**src/verilog/sfmPkg.sv**
```systemverilog
`default_nettype none
// --------------------------------------------------------------------
// Shared types and widths for the serial-flash read side.
// Imported by the engine, the register block and the flash model.
// --------------------------------------------------------------------
package sfmPkg;

	// --------------------------------------------------------------------
	// Engine FSM states
	// --------------------------------------------------------------------
	typedef enum logic [2:0] {
		eSfmIdle,
		// Opcode going out on MOSI
		eSfmCmd,
		// 24 address bits
		eSfmAdrs,
		// Page bytes coming back
		eSfmData,
		// Single byte exchange for the CPU
		eSfmCpuByte,
		// Chip select held high before the next access
		eSfmCsHold
	} SfmStateE;

	// Flash opcodes, only the plain read is ever issued
	typedef enum logic [7:0] {
		eOpRead = 8'h03
	} SfmOpcodeE;

	// --------------------------------------------------------------------
	// Widths
	// --------------------------------------------------------------------
	// Byte address bits inside one page, 256-byte pages
	localparam int cSfmPageBits = 8;

	// Full flash byte address
	localparam int cSfmAdrsBits = 24;

	// Bus address bit that marks a write cycle
	localparam int cUsiWriteBit = 30;

endpackage

`default_nettype wire

```
**src/verilog/audioTxCsr.sv**
```systemverilog
`default_nettype none
// --------------------------------------------------------------------
// Register block for the flash channels. Decodes bus writes, holds the
// channel settings and returns the selected register one edge later.
// --------------------------------------------------------------------
module audioTxCsr #(
	parameter int pSfmNum = 3,
	parameter int pSfmPageWidth = 16,
	parameter logic [7:0] pAdrsMap = 8'h04,
	parameter int pUsiBusWidth = 32
)(
	input wire iSCLK,
	input wire iSRST,
	// Register bus
	input wire [pUsiBusWidth-1:0] iSUsiAdrs,
	input wire [pUsiBusWidth-1:0] iSUsiWd,
	output logic [pUsiBusWidth-1:0] oSUsiRd,
	// Channel settings
	output logic [pSfmNum-1:0] oSfmIoHiz,
	output logic [pSfmNum-1:0] oSfmEn,
	output logic [pSfmNum-1:0] oSfmCycleEn,
	output logic [pSfmNum*8-1:0] oSfmDiv,
	output logic [pSfmNum*8-1:0] oSfmCsHoldTime,
	output logic [pSfmNum*pSfmPageWidth-1:0] oSfmStartAdrs,
	output logic [pSfmNum*pSfmPageWidth-1:0] oSfmEndAdrs,
	output logic [pSfmNum*8-1:0] oSfmCpuWd,
	output logic [pSfmNum-1:0] oSfmCpuEn,
	output logic [pSfmNum-1:0] oSfmCpuCsCtrl,
	output logic [pSfmNum-1:0] oSfmCpuValid,
	// Engine events
	input wire [pSfmNum-1:0] iSfmDone,
	input wire [pSfmNum-1:0] iSfmCpuDone,
	input wire [pSfmNum*8-1:0] iSfmCpuRd
);
	import sfmPkg::*;

	logic wrHit;
	logic [7:0] csrOfs;
	logic [pSfmNum-1:0] rDone;
	logic [pSfmNum*8-1:0] rCpuRd;
	logic [pUsiBusWidth-1:0] rdNext;

	// Block select plus write strobe in the address word
	assign csrOfs = iSUsiAdrs[7:0];
	assign wrHit = iSUsiAdrs[cUsiWriteBit] && (iSUsiAdrs[23:16] == pAdrsMap);

	function automatic logic wrAt(input logic [7:0] ofs);
		return wrHit && (csrOfs == ofs);
	endfunction

	// --------------------------------------------------------------------
	// Register writes and engine updates
	// --------------------------------------------------------------------
	always_ff @(posedge iSCLK)
	begin
		if (iSRST)
		begin
			oSfmIoHiz <= '0;
			oSfmEn <= '0;
			oSfmCycleEn <= '0;
			oSfmDiv <= '0;
			oSfmCsHoldTime <= '0;
			oSfmStartAdrs <= '0;
			oSfmEndAdrs <= '0;
			oSfmCpuWd <= '0;
			oSfmCpuEn <= '0;
			oSfmCpuCsCtrl <= '0;
			oSfmCpuValid <= '0;
			rDone <= '0;
			rCpuRd <= '0;
		end
		else
		begin
			if (wrAt(8'h00))
				oSfmIoHiz <= iSUsiWd[pSfmNum-1:0];
			if (wrAt(8'h08))
				oSfmCycleEn <= iSUsiWd[pSfmNum-1:0];
			if (wrAt(8'h0C))
				oSfmDiv <= iSUsiWd[pSfmNum*8-1:0];
			if (wrAt(8'h10))
				oSfmCsHoldTime <= iSUsiWd[pSfmNum*8-1:0];
			if (wrAt(8'h14))
				oSfmCpuWd <= iSUsiWd[pSfmNum*8-1:0];
			if (wrAt(8'h1C))
				oSfmCpuCsCtrl <= iSUsiWd[pSfmNum-1:0];
			if (wrAt(8'h20))
				oSfmCpuValid <= iSUsiWd[pSfmNum-1:0];

			for (int i = 0; i < pSfmNum; i++)
			begin
				// Engine events win over a bus write in the same cycle
				if (iSfmDone[i])
					oSfmEn[i] <= oSfmCycleEn[i];
				else if (wrAt(8'h04))
					oSfmEn[i] <= iSUsiWd[i];

				if (iSfmCpuDone[i])
				begin
					oSfmCpuEn[i] <= 1'b0;
					rDone[i] <= 1'b1;
					rCpuRd[i*8 +: 8] <= iSfmCpuRd[i*8 +: 8];
				end
				else
				begin
					if (wrAt(8'h18))
						oSfmCpuEn[i] <= iSUsiWd[i];
					// Any write to Done clears it
					if (wrAt(8'h30))
						rDone[i] <= 1'b0;
				end

				// Page pairs sit 8 bytes apart per channel
				if (wrAt(8'(8'h60 + 8 * i)))
					oSfmStartAdrs[i*pSfmPageWidth +: pSfmPageWidth] <= iSUsiWd[pSfmPageWidth-1:0];
				if (wrAt(8'(8'h64 + 8 * i)))
					oSfmEndAdrs[i*pSfmPageWidth +: pSfmPageWidth] <= iSUsiWd[pSfmPageWidth-1:0];
			end
		end
	end

	// --------------------------------------------------------------------
	// Read-back mux, zero filled
	// --------------------------------------------------------------------
	always_comb
	begin
		rdNext = '0;
		case (csrOfs)
			8'h00: rdNext[pSfmNum-1:0] = oSfmIoHiz;
			8'h04: rdNext[pSfmNum-1:0] = oSfmEn;
			8'h08: rdNext[pSfmNum-1:0] = oSfmCycleEn;
			8'h0C: rdNext[pSfmNum*8-1:0] = oSfmDiv;
			8'h10: rdNext[pSfmNum*8-1:0] = oSfmCsHoldTime;
			8'h14: rdNext[pSfmNum*8-1:0] = oSfmCpuWd;
			8'h18: rdNext[pSfmNum-1:0] = oSfmCpuEn;
			8'h1C: rdNext[pSfmNum-1:0] = oSfmCpuCsCtrl;
			8'h20: rdNext[pSfmNum-1:0] = oSfmCpuValid;
			8'h30: rdNext[pSfmNum-1:0] = rDone;
			// Unmapped offsets echo the write data
			default: rdNext = iSUsiWd;
		endcase
		for (int i = 0; i < pSfmNum; i++)
		begin
			if (csrOfs == 8'(8'h60 + 8 * i))
			begin
				rdNext = '0;
				rdNext[pSfmPageWidth-1:0] = oSfmStartAdrs[i*pSfmPageWidth +: pSfmPageWidth];
			end
			if (csrOfs == 8'(8'h64 + 8 * i))
			begin
				rdNext = '0;
				rdNext[pSfmPageWidth-1:0] = oSfmEndAdrs[i*pSfmPageWidth +: pSfmPageWidth];
			end
			if (csrOfs == 8'(8'h90 + 4 * i))
			begin
				rdNext = '0;
				rdNext[7:0] = rCpuRd[i*8 +: 8];
			end
		end
	end

	always_ff @(posedge iSCLK)
	begin
		oSUsiRd <= rdNext;
	end

	// A finished CPU byte must not be started again by a stale CpuEn
	assert property (@(posedge iSCLK) disable iff (iSRST)
		|iSfmCpuDone |=> ((oSfmCpuEn & $past(iSfmCpuDone)) == '0));

endmodule

`default_nettype wire

```
**src/verilog/sfmSpiEngine.sv**
```systemverilog
`default_nettype none
// --------------------------------------------------------------------
// One serial flash channel. Streams whole pages with the read opcode
// or exchanges single bytes for the CPU; one instance per channel.
// --------------------------------------------------------------------
module sfmSpiEngine #(
	parameter int pSfmPageWidth = 16
)(
	input wire iSCLK,
	input wire iSRST,
	// Settings from the register block
	input wire iIoHiz,
	input wire iEn,
	input wire iCycleEn,
	input wire [7:0] iDiv,
	input wire [7:0] iCsHoldTime,
	input wire [pSfmPageWidth-1:0] iStartAdrs,
	input wire [pSfmPageWidth-1:0] iEndAdrs,
	input wire [7:0] iCpuWd,
	input wire iCpuEn,
	input wire iCpuCsCtrl,
	input wire iCpuValid,
	// Events back to the register block
	output logic oDone,
	output logic oCpuDone,
	output logic [7:0] oCpuRd,
	// Flash pins
	output logic oSck,
	output logic oCs,
	output logic oMosi,
	input wire iMiso,
	output logic oOe,
	// Audio byte stream
	output logic [7:0] oAudioData,
	output logic oAudioValid
);
	import sfmPkg::*;

	localparam int cTxBits = 8 + cSfmAdrsBits;

	SfmStateE state;
	logic [7:0] divCnt;
	logic [4:0] bitCnt;
	logic [7:0] holdCnt;
	logic enPrev;
	logic streamMode;
	logic cycleRun;
	logic cpuRun;
	logic [cTxBits-1:0] txShift;
	logic [7:0] rxShift;
	logic [pSfmPageWidth-1:0] curPage;
	logic [cSfmPageBits-1:0] byteCnt;
	logic [cSfmAdrsBits-1:0] startAdrs;
	logic shifting;
	logic tick;
	logic riseTick;
	logic fallTick;
	logic bitLast;
	logic byteEnd;
	logic lastByte;
	logic holdDone;
	logic cpuReq;
	logic loadStream;
	logic loadCpu;

	// Page number followed by a zero byte column
	assign startAdrs = cSfmAdrsBits'({iStartAdrs, {cSfmPageBits{1'b0}}});

	assign shifting = (state == eSfmCmd) || (state == eSfmAdrs) || (state == eSfmData)
		|| ((state == eSfmCpuByte) && cpuRun);
	// Half serial clock period is Div+1 cycles
	assign tick = shifting && (divCnt == iDiv);
	assign riseTick = tick && !oSck;
	assign fallTick = tick && oSck;
	assign bitLast = (state == eSfmAdrs) ? (bitCnt == 5'(cSfmAdrsBits - 1)) : (bitCnt == 5'd7);
	assign byteEnd = fallTick && bitLast;
	assign lastByte = (byteCnt == {cSfmPageBits{1'b1}}) && (curPage == iEndAdrs);
	assign holdDone = (state == eSfmCsHold) && (holdCnt == iCsHoldTime);

	assign cpuReq = iCpuEn && iCpuValid && !oCpuDone;
	// Restart uses the cycle setting seen when the last page byte arrived
	assign loadStream = ((state == eSfmIdle) && iEn && !enPrev)
		|| (holdDone && streamMode && cycleRun && iEn);
	assign loadCpu = cpuReq && (((state == eSfmIdle) && !loadStream)
		|| ((state == eSfmCpuByte) && !cpuRun));

	assign oMosi = txShift[cTxBits-1];
	assign oOe = ~iIoHiz;

	// --------------------------------------------------------------------
	// FSM and pin control
	// --------------------------------------------------------------------
	always_ff @(posedge iSCLK)
	begin
		if (iSRST)
		begin
			state <= eSfmIdle;
			divCnt <= '0;
			bitCnt <= '0;
			holdCnt <= '0;
			enPrev <= 1'b0;
			streamMode <= 1'b0;
			cycleRun <= 1'b0;
			cpuRun <= 1'b0;
			oSck <= 1'b0;
			oCs <= 1'b1;
			oAudioValid <= 1'b0;
			oDone <= 1'b0;
			oCpuDone <= 1'b0;
		end
		else
		begin
			enPrev <= iEn;
			oAudioValid <= 1'b0;
			oDone <= 1'b0;
			oCpuDone <= 1'b0;
			divCnt <= (tick || !shifting) ? 8'd0 : divCnt + 8'd1;

			if (riseTick)
				oSck <= 1'b1;
			if (fallTick)
			begin
				oSck <= 1'b0;
				bitCnt <= bitLast ? 5'd0 : bitCnt + 5'd1;
			end

			case (state)
				eSfmIdle:
				begin
					if (loadStream)
					begin
						streamMode <= 1'b1;
						oCs <= 1'b0;
						bitCnt <= '0;
						state <= eSfmCmd;
					end
					else if (loadCpu)
					begin
						streamMode <= 1'b0;
						cpuRun <= 1'b1;
						oCs <= 1'b0;
						bitCnt <= '0;
						state <= eSfmCpuByte;
					end
				end
				eSfmCmd:
				begin
					if (byteEnd)
						state <= eSfmAdrs;
				end
				eSfmAdrs:
				begin
					if (byteEnd)
						state <= eSfmData;
				end
				eSfmData:
				begin
					if (byteEnd)
					begin
						oAudioValid <= 1'b1;
						if (lastByte)
						begin
							oCs <= 1'b1;
							holdCnt <= '0;
							cycleRun <= iCycleEn;
							state <= eSfmCsHold;
						end
					end
				end
				eSfmCpuByte:
				begin
					if (cpuRun && byteEnd)
					begin
						cpuRun <= 1'b0;
						oCpuDone <= 1'b1;
						// CS stays low between bytes while CsCtrl is set
						if (!iCpuCsCtrl)
						begin
							oCs <= 1'b1;
							holdCnt <= '0;
							state <= eSfmCsHold;
						end
					end
					else if (loadCpu)
					begin
						cpuRun <= 1'b1;
						bitCnt <= '0;
					end
					else if (!cpuRun && !iCpuCsCtrl)
					begin
						oCs <= 1'b1;
						holdCnt <= '0;
						state <= eSfmCsHold;
					end
				end
				eSfmCsHold:
				begin
					holdCnt <= holdCnt + 8'd1;
					if (holdDone)
					begin
						oDone <= streamMode;
						if (loadStream)
						begin
							oCs <= 1'b0;
							bitCnt <= '0;
							state <= eSfmCmd;
						end
						else
							state <= eSfmIdle;
					end
				end
				default:
					state <= eSfmIdle;
			endcase
		end
	end

	// --------------------------------------------------------------------
	// Shift registers and page position
	// --------------------------------------------------------------------
	always_ff @(posedge iSCLK)
	begin
		if (loadStream)
		begin
			txShift <= {eOpRead, startAdrs};
			curPage <= iStartAdrs;
			byteCnt <= '0;
		end
		else if (loadCpu)
			txShift <= {iCpuWd, {cSfmAdrsBits{1'b0}}};
		else if (fallTick)
			txShift <= txShift << 1;

		// MSB first on both lines
		if (riseTick)
			rxShift <= {rxShift[6:0], iMiso};

		if (byteEnd && (state == eSfmData))
		begin
			oAudioData <= rxShift;
			byteCnt <= byteCnt + 1'b1;
			if (byteCnt == {cSfmPageBits{1'b1}})
				curPage <= curPage + 1'b1;
		end
		if (byteEnd && (state == eSfmCpuByte))
			oCpuRd <= rxShift;
	end

	assert property (@(posedge iSCLK) disable iff (iSRST) (state == eSfmIdle) |-> oCs);

	// The pulse is registered, so it trails the data state by one edge
	assert property (@(posedge iSCLK) disable iff (iSRST)
		oAudioValid |-> ($past(state) == eSfmData));

endmodule

`default_nettype wire

```
**src/verilog/audioTxSfm.sv**
```systemverilog
`default_nettype none
// --------------------------------------------------------------------
// Flash read side of the audio transmitter. Register block plus one
// engine per flash channel.
// --------------------------------------------------------------------
module audioTxSfm #(
	parameter int pSfmNum = 3,
	parameter int pSfmPageWidth = 16,
	parameter logic [7:0] pAdrsMap = 8'h04,
	parameter int pUsiBusWidth = 32
)(
	input wire iSCLK,
	input wire iSRST,
	input wire [pUsiBusWidth-1:0] iSUsiAdrs,
	input wire [pUsiBusWidth-1:0] iSUsiWd,
	output wire [pUsiBusWidth-1:0] oSUsiRd,
	output wire [pSfmNum-1:0] oSfmSck,
	output wire [pSfmNum-1:0] oSfmCs,
	output wire [pSfmNum-1:0] oSfmMosi,
	input wire [pSfmNum-1:0] iSfmMiso,
	output wire [pSfmNum-1:0] oSfmOe,
	output wire [pSfmNum*8-1:0] oAudioData,
	output wire [pSfmNum-1:0] oAudioValid
);
	wire [pSfmNum-1:0] ioHiz;
	wire [pSfmNum-1:0] en;
	wire [pSfmNum-1:0] cycleEn;
	wire [pSfmNum*8-1:0] div;
	wire [pSfmNum*8-1:0] csHoldTime;
	wire [pSfmNum*pSfmPageWidth-1:0] startAdrs;
	wire [pSfmNum*pSfmPageWidth-1:0] endAdrs;
	wire [pSfmNum*8-1:0] cpuWd;
	wire [pSfmNum-1:0] cpuEn;
	wire [pSfmNum-1:0] cpuCsCtrl;
	wire [pSfmNum-1:0] cpuValid;
	wire [pSfmNum-1:0] sfmDone;
	wire [pSfmNum-1:0] sfmCpuDone;
	wire [pSfmNum*8-1:0] sfmCpuRd;

	audioTxCsr #(
		.pSfmNum(pSfmNum),
		.pSfmPageWidth(pSfmPageWidth),
		.pAdrsMap(pAdrsMap),
		.pUsiBusWidth(pUsiBusWidth)
	) i_audioTxCsr (
		.iSCLK(iSCLK), .iSRST(iSRST),
		.iSUsiAdrs(iSUsiAdrs), .iSUsiWd(iSUsiWd), .oSUsiRd(oSUsiRd),
		.oSfmIoHiz(ioHiz), .oSfmEn(en), .oSfmCycleEn(cycleEn),
		.oSfmDiv(div), .oSfmCsHoldTime(csHoldTime),
		.oSfmStartAdrs(startAdrs), .oSfmEndAdrs(endAdrs),
		.oSfmCpuWd(cpuWd), .oSfmCpuEn(cpuEn),
		.oSfmCpuCsCtrl(cpuCsCtrl), .oSfmCpuValid(cpuValid),
		.iSfmDone(sfmDone), .iSfmCpuDone(sfmCpuDone), .iSfmCpuRd(sfmCpuRd)
	);

	// One engine per channel on its slice of the settings
	for (genvar ch = 0; ch < pSfmNum; ch++)
	begin : gSfm
		sfmSpiEngine #(
			.pSfmPageWidth(pSfmPageWidth)
		) i_sfmSpiEngine (
			.iSCLK(iSCLK), .iSRST(iSRST),
			.iIoHiz(ioHiz[ch]), .iEn(en[ch]), .iCycleEn(cycleEn[ch]),
			.iDiv(div[ch*8 +: 8]), .iCsHoldTime(csHoldTime[ch*8 +: 8]),
			.iStartAdrs(startAdrs[ch*pSfmPageWidth +: pSfmPageWidth]),
			.iEndAdrs(endAdrs[ch*pSfmPageWidth +: pSfmPageWidth]),
			.iCpuWd(cpuWd[ch*8 +: 8]), .iCpuEn(cpuEn[ch]),
			.iCpuCsCtrl(cpuCsCtrl[ch]), .iCpuValid(cpuValid[ch]),
			.oDone(sfmDone[ch]), .oCpuDone(sfmCpuDone[ch]), .oCpuRd(sfmCpuRd[ch*8 +: 8]),
			.oSck(oSfmSck[ch]), .oCs(oSfmCs[ch]), .oMosi(oSfmMosi[ch]),
			.iMiso(iSfmMiso[ch]), .oOe(oSfmOe[ch]),
			.oAudioData(oAudioData[ch*8 +: 8]), .oAudioValid(oAudioValid[ch])
		);
	end

endmodule

`default_nettype wire

```
**config.mk**
```make
export PLATFORM = sky130hd
export DESIGN_NAME = audioTxSfm
export DESIGN_NICKNAME = d
export VERILOG_FILES = /design/src/verilog/sfmPkg.sv /design/src/verilog/audioTxCsr.sv /design/src/verilog/sfmSpiEngine.sv /design/src/verilog/audioTxSfm.sv
export SDC_FILE = /design/constraint.sdc
export NUM_CORES = 1
export LEC_CHECK = 0
export BUFFER_PORTS_ARGS = -buffer_cell sky130_fd_sc_hd__buf_2
export CORE_ASPECT_RATIO = 0.7
export CORE_UTILIZATION = 55
export CTS_BUF_LIST = sky130_fd_sc_hd__clkbuf_16
export DETAILED_ROUTE_END_ITERATION = 16
export GPL_ROUTABILITY_DRIVEN = 0
export HOLD_SLACK_MARGIN = 0.03
export MAX_ROUTING_LAYER = met4
export PLACE_DENSITY = 0.8
export SYNTH_ARGS = -nofsm -noshare
export SYNTH_HDL_FRONTEND = slang
export SYNTH_SLANG_ARGS = --single-unit
export TNS_END_PERCENT = 5
```
**constraint.sdc**
```tcl
create_clock -name iSCLK -period 5.1 [get_ports iSCLK]
set_clock_uncertainty 0.1 [all_clocks]
set_input_delay 0.765 -clock iSCLK [delete_from_list [all_inputs] [get_ports iSCLK]]
set_output_delay 0.765 -clock iSCLK [all_outputs]
set_load 0.005 [all_outputs]
```
### After elaboration in Yosys (flattened, before gate mapping)

Index checks and enable logic that the tools add are counted.

* register bits after elaboration: 560
* logic and storage cells: 579

* add/sub/neg operators: 15
* eq/ne operators: 85
* mux-type cells: 186
* bitwise operators: 15
* reductions and logical operators: 189

Operators with widths (count)
* 2-to-1 mux 16 bit: 17
* 2-to-1 mux 8 bit: 25
* 2-to-1 mux 32 bit: 6
* 2-to-1 mux 5 bit: 21
* 2-to-1 mux 3 bit: 33
* one-hot mux 21 bit (4 select lines): 1
* logical AND 1 bit: 80
* adder 8 x 1 -> 8 bit (second input constant): 9
* 2-to-1 mux 24 bit: 3
* one-hot mux 8 bit (3 select lines): 3
* 2-to-1 mux 1 bit: 64
* one-hot mux 3 bit (6 select lines): 3
* AND reduction 9 bit: 6
* adder 16 x 1 -> 16 bit (second input constant): 3
* == test 16 bit: 3
* == test 8 x 7 -> 1 bit (second input constant): 6
* == test 8 bit: 6
* == test 8 bit (second input constant): 6
* one-hot mux 5 bit (3 select lines): 3
* != test 2 x 1 -> 1 bit (second input constant): 18
* nonzero test 2 bit: 18
* == test 8 x 5 -> 1 bit (second input constant): 4
* one-hot mux 3 bit (10 select lines): 1
* OR reduction 2 bit: 15
* other kinds (28): 136

### Longest topological paths before layout

Gate-level depths: netlist of run 1.

* word-level depth: 13
* gate-level depth with buffers: 10
* depth with buffers taken out: 9

### Modules after synthesis

Synthesis of run 1 repeated with hierarchy kept, for this count alone.

* cells, all modules: 2886
* area total of the unflattened synthesis: 25678.4 um2

Modules (own cells, without submodules)
* audioTxCsr: times used 1, cells each 1292, area each 10470.0 um2
* sfmSpiEngine (gSfm[1].i_sfmSpiEngine): times used 1, cells each 530, area each 5074.9 um2
* sfmSpiEngine (gSfm[2].i_sfmSpiEngine): times used 1, cells each 532, area each 5071.1 um2
* sfmSpiEngine (gSfm[0].i_sfmSpiEngine): times used 1, cells each 532, area each 5062.4 um2

### Least setup slack after synthesis of run 1

Ideal clock, no wire load.

* path kind: input port to flip-flop
* from: input iSUsiAdrs[1]
* to: register i_audioTxCsr.oSUsiRd[14]
* data arrival time: 2753 ps
* data required time: 4926 ps
* slack: 2173 ps
* stages on the path: 9
* path buffers: 3
* cells stage by stage: clkbuf_1 > nor4bb_1 > and2_1 > clkbuf_1 > buf_1 > a22oi_1 > a31oi_1 > o21ai_0 > a31oi_1

* word-level cells in the longest chain between the ends: 11
* elaborated cells between the ends (all ways): 29
* classes of those cells: eq/ne (18); mux (9); reduce/logical (2)

RTL lines
* start: declaration: line audioTxSfm.sv:14 `input wire [pUsiBusWidth-1:0] iSUsiAdrs,`
* == test 8 x 6 -> 1 bit (tied with other cells): line audioTxCsr.sv:127 `case (csrOfs)`
* OR reduction 7 bit (no source line)
* one-hot mux 21 bit (4 select lines): line audioTxCsr.sv:127
* 2-to-1 mux 16 bit: line audioTxCsr.sv:143 `if (csrOfs == 8'(8'h60 + 8 * i))`
* 2-to-1 mux 16 bit: line audioTxCsr.sv:148 `if (csrOfs == 8'(8'h64 + 8 * i))`
* 2-to-1 mux 16 bit: line audioTxCsr.sv:153 `if (csrOfs == 8'(8'h90 + 4 * i))`
* 2-to-1 mux 16 bit: line audioTxCsr.sv:143
* 2-to-1 mux 16 bit: line audioTxCsr.sv:148
* 2-to-1 mux 16 bit: line audioTxCsr.sv:153
* 2-to-1 mux 16 bit: line audioTxCsr.sv:143
* 2-to-1 mux 16 bit: line audioTxCsr.sv:148
* end signal: assignment: line audioTxCsr.sv:163 `oSUsiRd <= rdNext;`
* end: declaration: line audioTxCsr.sv:17 `output logic [pUsiBusWidth-1:0] oSUsiRd,`

Several ways; a longest one is shown, not always the timed one.
A chain may end at the register's enable or synchronous reset.

### Worst setup path after layout of run 1

* from: register i_audioTxCsr.oSfmDiv[15]
* to: register gSfm[1].i_sfmSpiEngine.curPage[8]

* word-level cells in the longest chain between the ends: 6

RTL lines
* start: declaration: line audioTxCsr.sv:22 `output logic [pSfmNum*8-1:0] oSfmDiv,`
* start signal: assignment: line audioTxCsr.sv:79 `oSfmDiv <= iSUsiWd[pSfmNum*8-1:0];`
* == test 8 bit: line sfmSpiEngine.sv:72 `assign tick = shifting && (divCnt == iDiv);`
* logical AND 1 bit: line sfmSpiEngine.sv:72
* logical AND 1 bit: line sfmSpiEngine.sv:74 `assign fallTick = tick && oSck;`
* logical AND 1 bit: line sfmSpiEngine.sv:76 `assign byteEnd = fallTick && bitLast;`
* logical AND 1 bit: line sfmSpiEngine.sv:238 `if (byteEnd && (state == eSfmData))`
* 2-to-1 mux 16 bit: line sfmSpiEngine.sv:238
* end signal: assignment: line sfmSpiEngine.sv:226 `curPage <= iStartAdrs;`
* end signal: assignment: line sfmSpiEngine.sv:243 `curPage <= curPage + 1'b1;`
* end: declaration: line sfmSpiEngine.sv:51 `logic [pSfmPageWidth-1:0] curPage;`

Every way passes these cells.

==> run_results.csv, run 1 <==
group,metric,value,unit
sta,fmax,247.0,MHz
run,maxCapViolations,0,
grt,gr-total-overflow,0,
synthesis,avgSynthCellArea,8.914,µm²
grt,antenna_found_initial,6,
power_and_ir_drop,ir_worst_vdd,0.2129,mV
synthesis,synth_top_area_share,0.3367,
synthesis,ys_ff_latch,560,
setup_path,end_kind,"flip-flop",
layout,drive_gt1_frac,0.09818,
setup_path,crit_path_cell_trace,"xor2_1 > nor4_1 > nand3_1 > or2_2 > nand2_1 > a21oi_1 > a311oi_1",
run_status,status,"finished, final reports clean",
clock_tree,ctsLongestPathBuffers,3,
synthesis,yosysWarnings,0,
drt,drt_iter0_markers,3481,
setup_path,startpoint_type,"flip-flop",
clock_tree,post_cts_buffers,0,
layout,final_area,0.02741,mm²
drt,routed_wirelength,74700,µm
clock_tree,cts_root_buf,"clkbuf_16",
place,hpwl,53030,µm
setup_path,critPathMaxStageDelay,1060,ps
place,portBuffers,124,
synthesis,syn-cell-area,0.02474,mm²
layout,syn_to_final_growth,10.81,%
power_and_ir_drop,power.share.clock,0.415,
clock_tree,clkTransAtPathRegs,70,ps
drt,drc,0,
power_and_ir_drop,p_sw,2.314,mW
grt,grt_max_degree,125,
synthesis,synth_nets,2859,
synthesis,synth_area_leaders,"dfxtp_1, edfxtp_1, nand2_1, a21oi_1, nor2_1",
floorplan,die_w,255.5,µm
floorplan,rows,64,
clock_tree,clkSinkCount,560,
sta,rsz0062_at_grt,"false",
setup_path,worstPathMaxFanout,14,
sta,setup_viol,0,
synthesis,syn_inst,2775,
sta,fin_crit,4048,ps
grt,grt_util_all_layers,0.3260,
drt,wl_per_cell,21.58,µm
synthesis,synth_edf_count,144,
grt,grt_pass1_vias,20500,
clock_tree,post_cts_resized,0,
clock_tree,tritoncts,"done",
power_and_ir_drop,combinationalPowerShare,0.071,
synthesis,synth_commonest_cells,"nand2_1, dfxtp_1, a21oi_1",
synthesis,synth.most_common_cell,"nand2_1",
clock_tree,cts_hold_buf,0,
sta,worst_pin_slew,1256,ps
synthesis,synth.distinct_cells,75,
setup_path,arrival,4440,ps
synthesis,synthFlopType,"dfxtp_1",
layout,utilization,0.6224,
drt,vias,22070,
floorplan,ioPinCount,140,
power_and_ir_drop,p_int,7.063,mW
setup_path,critical_path_class,"flip-flop to flip-flop",
power_and_ir_drop,finalPower,9.377,mW
layout,nets,2904,
grt,grt_pass1_wl,115400,µm
sta,setup_tns,0,ps
floorplan,start_util,0.5616,
power_and_ir_drop,seqPwrFrac,0.514,
drt,vias_per_cell,6.375,
clock_tree,clk_latency,610,ps
floorplan,die_h,179.4,µm
setup_path,required,5490,ps
sta,hold_viol,0,
power_and_ir_drop,p_per_area,342.1,mW/mm²
place,postPlaceCellArea,0.02572,mm²
drt,drtPass1Iterations,9,
clock_tree,numCtsBuffers,51,
floorplan,die_area,0.04584,mm²
drt,drtAntennaViolNets,0,
floorplan,core_area,0.04404,mm²
synthesis,ys_seq_area_frac,0.5115,
power_and_ir_drop,swShare,0.2467,
power_and_ir_drop,power_leakage,10.11,nW
setup_path,crit_slowest_cell,"nor4_1",
hold_path,worst_hold_path_type,"input pin to flip-flop",
sta,fin_crit_sh,0.7937,
sta,drv_slew,0,
synthesis,ys_async_sr_fraction,0,
sta,relSlewSlack,0.1548,
clock_tree,h-tree-depth,2,
synthesis,synth_top_area_cell,"dfxtp_1",
-- per-layer routing --
layer / vias to the layer above / GRT usage / wire length [µm]
met5: - / - / 0
met4: 0 / 0.1499 / 3618
met3: 291 / 0.08488 / 10230
met2: 1483 / 0.4684 / 31450
met1: 10370 / 0.4297 / 29400
li1: 9922 / - / -
-- state kept, by name, indices dropped and copies added, names as in the netlist, 9 cells and up --
register / flops
i_audioTxCsr.oSfmCpuWd: 24
i_audioTxCsr.oSfmDiv: 24
i_audioTxCsr.oSfmEndAdrs: 48
gSfm.i_sfmSpiEngine.divCnt: 24
gSfm.i_sfmSpiEngine.txShift: 72
gSfm.i_sfmSpiEngine.byteCnt: 24
i_audioTxCsr.oSfmStartAdrs: 48
gSfm.i_sfmSpiEngine.bitCnt: 15
gSfm.i_sfmSpiEngine.curPage: 48
gSfm.i_sfmSpiEngine.holdCnt: 24
gSfm.i_sfmSpiEngine.oAudioData: 24
gSfm.i_sfmSpiEngine.rxShift: 24
i_audioTxCsr.oSUsiRd: 32
i_audioTxCsr.rCpuRd: 24
gSfm.i_sfmSpiEngine.oCpuRd: 24
gSfm.i_sfmSpiEngine.state: 9
i_audioTxCsr.oSfmCsHoldTime: 24
-- path summary, 6_finish.rpt --
| path | slack (ps) | depth (start not counted) | to | from |
|---|---|---|---|---|
| setup reg to reg | 1050 | 7 | gSfm[1].i_sfmSpiEngine.curPage[8] | i_audioTxCsr.oSfmDiv[15] |
| hold / removal | 240 | 1 | gSfm[2].i_sfmSpiEngine.rxShift[0] | iSfmMiso[2] |
| setup / recovery | 1050 | 7 | gSfm[1].i_sfmSpiEngine.curPage[8] | i_audioTxCsr.oSfmDiv[15] |
| hold reg to reg | 350 | 0 | gSfm[2].i_sfmSpiEngine.oCpuRd[7] | gSfm[2].i_sfmSpiEngine.rxShift[7] |
-- metrics by stage --
step | hold WS (ps) | instances | setup slack, ps
2_1_floorplan | 315.4 | 2775 | 2173
3_3_place_gp | 325.7 | 3361 | 1545
5_1_grt | 230.6 | 3462 | 897.5
4_1_cts | 225.0 | 3456 | 1250
3_5_place_dp | 332.1 | 3361 | 1356
6_report | 239.7 | 3462 | 1052
-- power by group through the flow --
stage          Combinational [mW]  Sequential (mW)  Clock (mW)
6_report                    0.665             4.82        3.89
3_5_place_dp                0.643             4.92           0
5_1_grt                     0.720             4.84        4.08
2_1_floorplan               0.485             4.86           0
4_1_cts                     0.651             4.82        3.89
3_3_place_gp                0.618             4.91           0
-- cells in the final DEF (no fill, tap or decap), types with 10 or more instances in the layout --
master,count
a22oi_1,27
a221oi_1,13
and2_1,25
o22ai_1,14
ha_1,15
buf_2,123
or3_1,16
a21oi_1,302
a222oi_1,23
clkinv_2,16
a31oi_1,25
a211oi_1,28
nand2b_1,10
nor3_1,37
a311oi_1,10
mux2i_1,57
buf_4,43
nor2_1,252
xnor2_1,55
nand4_1,24
edfxtp_1,144
nor4_1,38
and3_1,38
o21ai_0,116
nand2_1,523
inv_1,38
clkbuf_16,52
nand3_1,93
a22o_1,32
dfxtp_1,416
xor2_1,99
-- cell type report --
class                   instances  area [µm²]
clock inverters                43       375.4
inverters                      32       120.1
repair buffers                168       972.2
multi-input cells            2007       11230
well taps                     594       743.2
fillers                      3530       16630
diodes                          6       15.01
flip-flops and latches        560       12650
clock buffers                  52        1301
-- critical path, delay by kind of cell (launching register included) --
kind / cells / cell delay (ps)
AOI/OAI and AO/OA: 2 / 400
xor gates and xnor gates: 1 / 180
DFF: 1 / 350
and+or+nand+nor: 4 / 2910
-- logic make-up (layout without fill, tap and decap cells) --
family,after synthesis,count (layout),synth area share
xor+xnor,154,154,0.05453
fa+ha+maj,15,15,0.007587
compound gates,654,654,0.1622
other cells,0,6,0
flops,560,560,0.5115
mux,65,65,0.02731
buf+inv,208,295,0.03455
simple gates,1119,1119,0.2023
Power figures use the tool's default switching activity.
==> run 2: changes to the inputs <==
- PLACE_DENSITY: 0.8 -> 0.83
- clock period: 5.1 -> 3.7 ns (I/O delays scaled with it)
==> run 2 against run 1 <==
Against the previous run:
- worst setup slack got worse by 760 ps
- critical path depth unchanged
- register-to-register slack worse by 760 ps
- global-route usage grew 0.14 points
- via count increased by 1.1%
- first-iteration DRC count is 2.3% lower
- non-clock buffer count up 21
- sequential cell count unchanged
- hold slack got worse by 200 ps
- sequential share of layout area shrank 0.44 points
- routed wire length up 0.90%
- combinational power up 38%
- critical path type unchanged
- critical endpoint is now gSfm[0].i_sfmSpiEngine.holdCnt[6]
- largest cell class unchanged
- highest routed layer unchanged
==> run_results.csv, run 2 (synthesis gave the netlist of run 1 again) <==
group,metric,value,unit
clock_tree,tritoncts,"done",
drt,drtAntennaViolNets,0,
clock_tree,clkSinkCount,560,
sta,drv_slew,0,
sta,rsz0062_at_grt,"false",
setup_path,worstPathMaxFanout,11,
grt,grt_util_all_layers,0.3274,
hold_path,worst_hold_path_type,"input pin to flip-flop",
floorplan,start_util,0.5616,
setup_path,arrival,3810,ps
run,maxCapViolations,0,
floorplan,ioPinCount,140,
layout,nets,2926,
clock_tree,numCtsBuffers,52,
grt,grt_pass1_wl,116400,µm
drt,vias,22310,
setup_path,critPathMaxStageDelay,650,ps
layout,final_area,0.02767,mm²
layout,nFillCells,3519,
clock_tree,post_cts_buffers,0,
sta,fmax,293.6,MHz
power_and_ir_drop,power_leakage,10.25,nW
layout,layout_commonest_cell,"nand2_1",
setup_path,rrSetupSlack,290,ps
floorplan,die_w,255.5,µm
sta,fin_crit,3406,ps
drt,drtPass1Iterations,9,
drt,wl_per_cell,21.62,µm
setup_path,path_depth,7,
clock_tree,h-tree-depth,2,
setup_path,critical_path_class,"flip-flop to flip-flop",
hold_path,min_path_cells,2,
sta,worst_pin_slew,1034,ps
setup_path,crit_family,"simple AND/OR/NAND/NOR gates",
layout,drive_gt1_frac,0.1026,
power_and_ir_drop,p_per_area,473.0,mW/mm²
place,hpwl,53250,µm
clock_tree,ctsLongestPathBuffers,3,
layout,syn_to_final_growth,11.88,%
sta,hold_viol,0,
clock_tree,clkTransAtPathRegs,60,ps
sta,fin_crit_sh,0.9206,
drt,drt_iter0_markers,3400,
power_and_ir_drop,ir_worst_vdd,0.3703,mV
setup_path,end_kind,"flip-flop",
layout,largest_reg_flops,72,
grt,grt_pass1_vias,20840,
setup_path,critPathBufInv,0,
place,postPlaceCellArea,0.02587,mm²
grt,antenna_found_initial,7,
setup_path,reg2reg_depth,7,
floorplan,die_h,179.4,µm
grt,gr-total-overflow,0,
grt,grt_max_degree,125,
setup_path,required,4100,ps
drt,drc,0,
sta,setup_tns,0,ps
drt,routed_wirelength,75380,µm
sta,setup_viol,0,
clock_tree,clk_latency,610,ps
layout,final_cell_mix,"nand2_1, dfxtp_1, a21oi_1",
sta,relSlewSlack,0.3090,
setup_path,startpoint_type,"flip-flop",
setup_path,crit_path_cell_trace,"xor2_1 > nor4_1 > nand3_1 > o41ai_1 > nor2_1 > or4_1 > a21oi_1",
clock_tree,cts_root_buf,"clkbuf_16",
setup_path,crit_slowest_cell,"o41ai_1",
floorplan,die_area,0.04584,mm²
floorplan,rows,64,
layout,regMostFlops,"gSfm.i_sfmSpiEngine.txShift",
drt,vias_per_cell,6.397,
floorplan,core_area,0.04404,mm²
run_status,status,"finished, final reports clean",
place,portBuffers,124,
[run 2: where the power goes]
group	internal, mW	total (mW)	switching (mW)
logic	0.324	0.921	0.597
clock network	3.11	5.52	2.41
registers	6.49	6.65	0.166
total	9.92	13.1	3.17
[run 2: worst paths after layout]
kind                                       endpoint                         startpoint
setup / recovery  gSfm[0].i_sfmSpiEngine.holdCnt[6]            i_audioTxCsr.oSfmDiv[1]
hold / removal             i_audioTxCsr.oSUsiRd[27]                        iSUsiWd[27]
hold reg to reg   gSfm[1].i_sfmSpiEngine.rxShift[3]  gSfm[1].i_sfmSpiEngine.rxShift[2]
setup reg to reg  gSfm[0].i_sfmSpiEngine.holdCnt[6]            i_audioTxCsr.oSfmDiv[1]
[run 2: repair_timing]
| action | CTS | global route |
|---|---|---|
| gates resized for setup | 0 | 1 |
| setup endpoints to repair | 0 | 1 |
| hold buffers | 2 | 0 |
| endpoints found under the hold margin | 2 | 0 |
[run 2: cell type report]
cell class              instances  area [µm²]  area share
diodes                          7       17.52   0.0006330
clock buffers                  53        1326     0.04792
clock inverters                45       429.2     0.01551
inverters                      32       120.1    0.004340
multi-input cells            2007       11240      0.4061
flip-flops and latches        560       12650      0.4572
well taps                     594       743.2     0.02686
repair buffers                189        1147     0.04146
[run 2: metrics by stage]
| stage | std cells | setup slack (ps) | hold slack [ps] | util | total power, mW |
|---|---|---|---|---|---|
| finish | 3487 | 293.8 | 43.06 | 0.6284 | 13.09 |
| detailed placement | 3380 | 286.6 | 336.2 | 0.5875 | 7.676 |
| global route | 3487 | 21.12 | 38.42 | 0.6284 | 13.47 |
| global placement | 3380 | 417.5 | 325.0 | 0.5875 | 7.621 |
| floorplan | 2775 | 983.0 | 315.4 | - | 7.372 |
| CTS | 3480 | 282.4 | 32.27 | 0.6278 | 13.09 |
[run 2: layer usage]
layer  vias to the layer above  track usage  wire length [µm]
met5                         -            -                 0
met4                         0       0.1696              4576
met3                       339      0.08770             10660
met2                      1604       0.4661             31800
met1                     10380       0.4263             28350
li1                       9986            -                 -
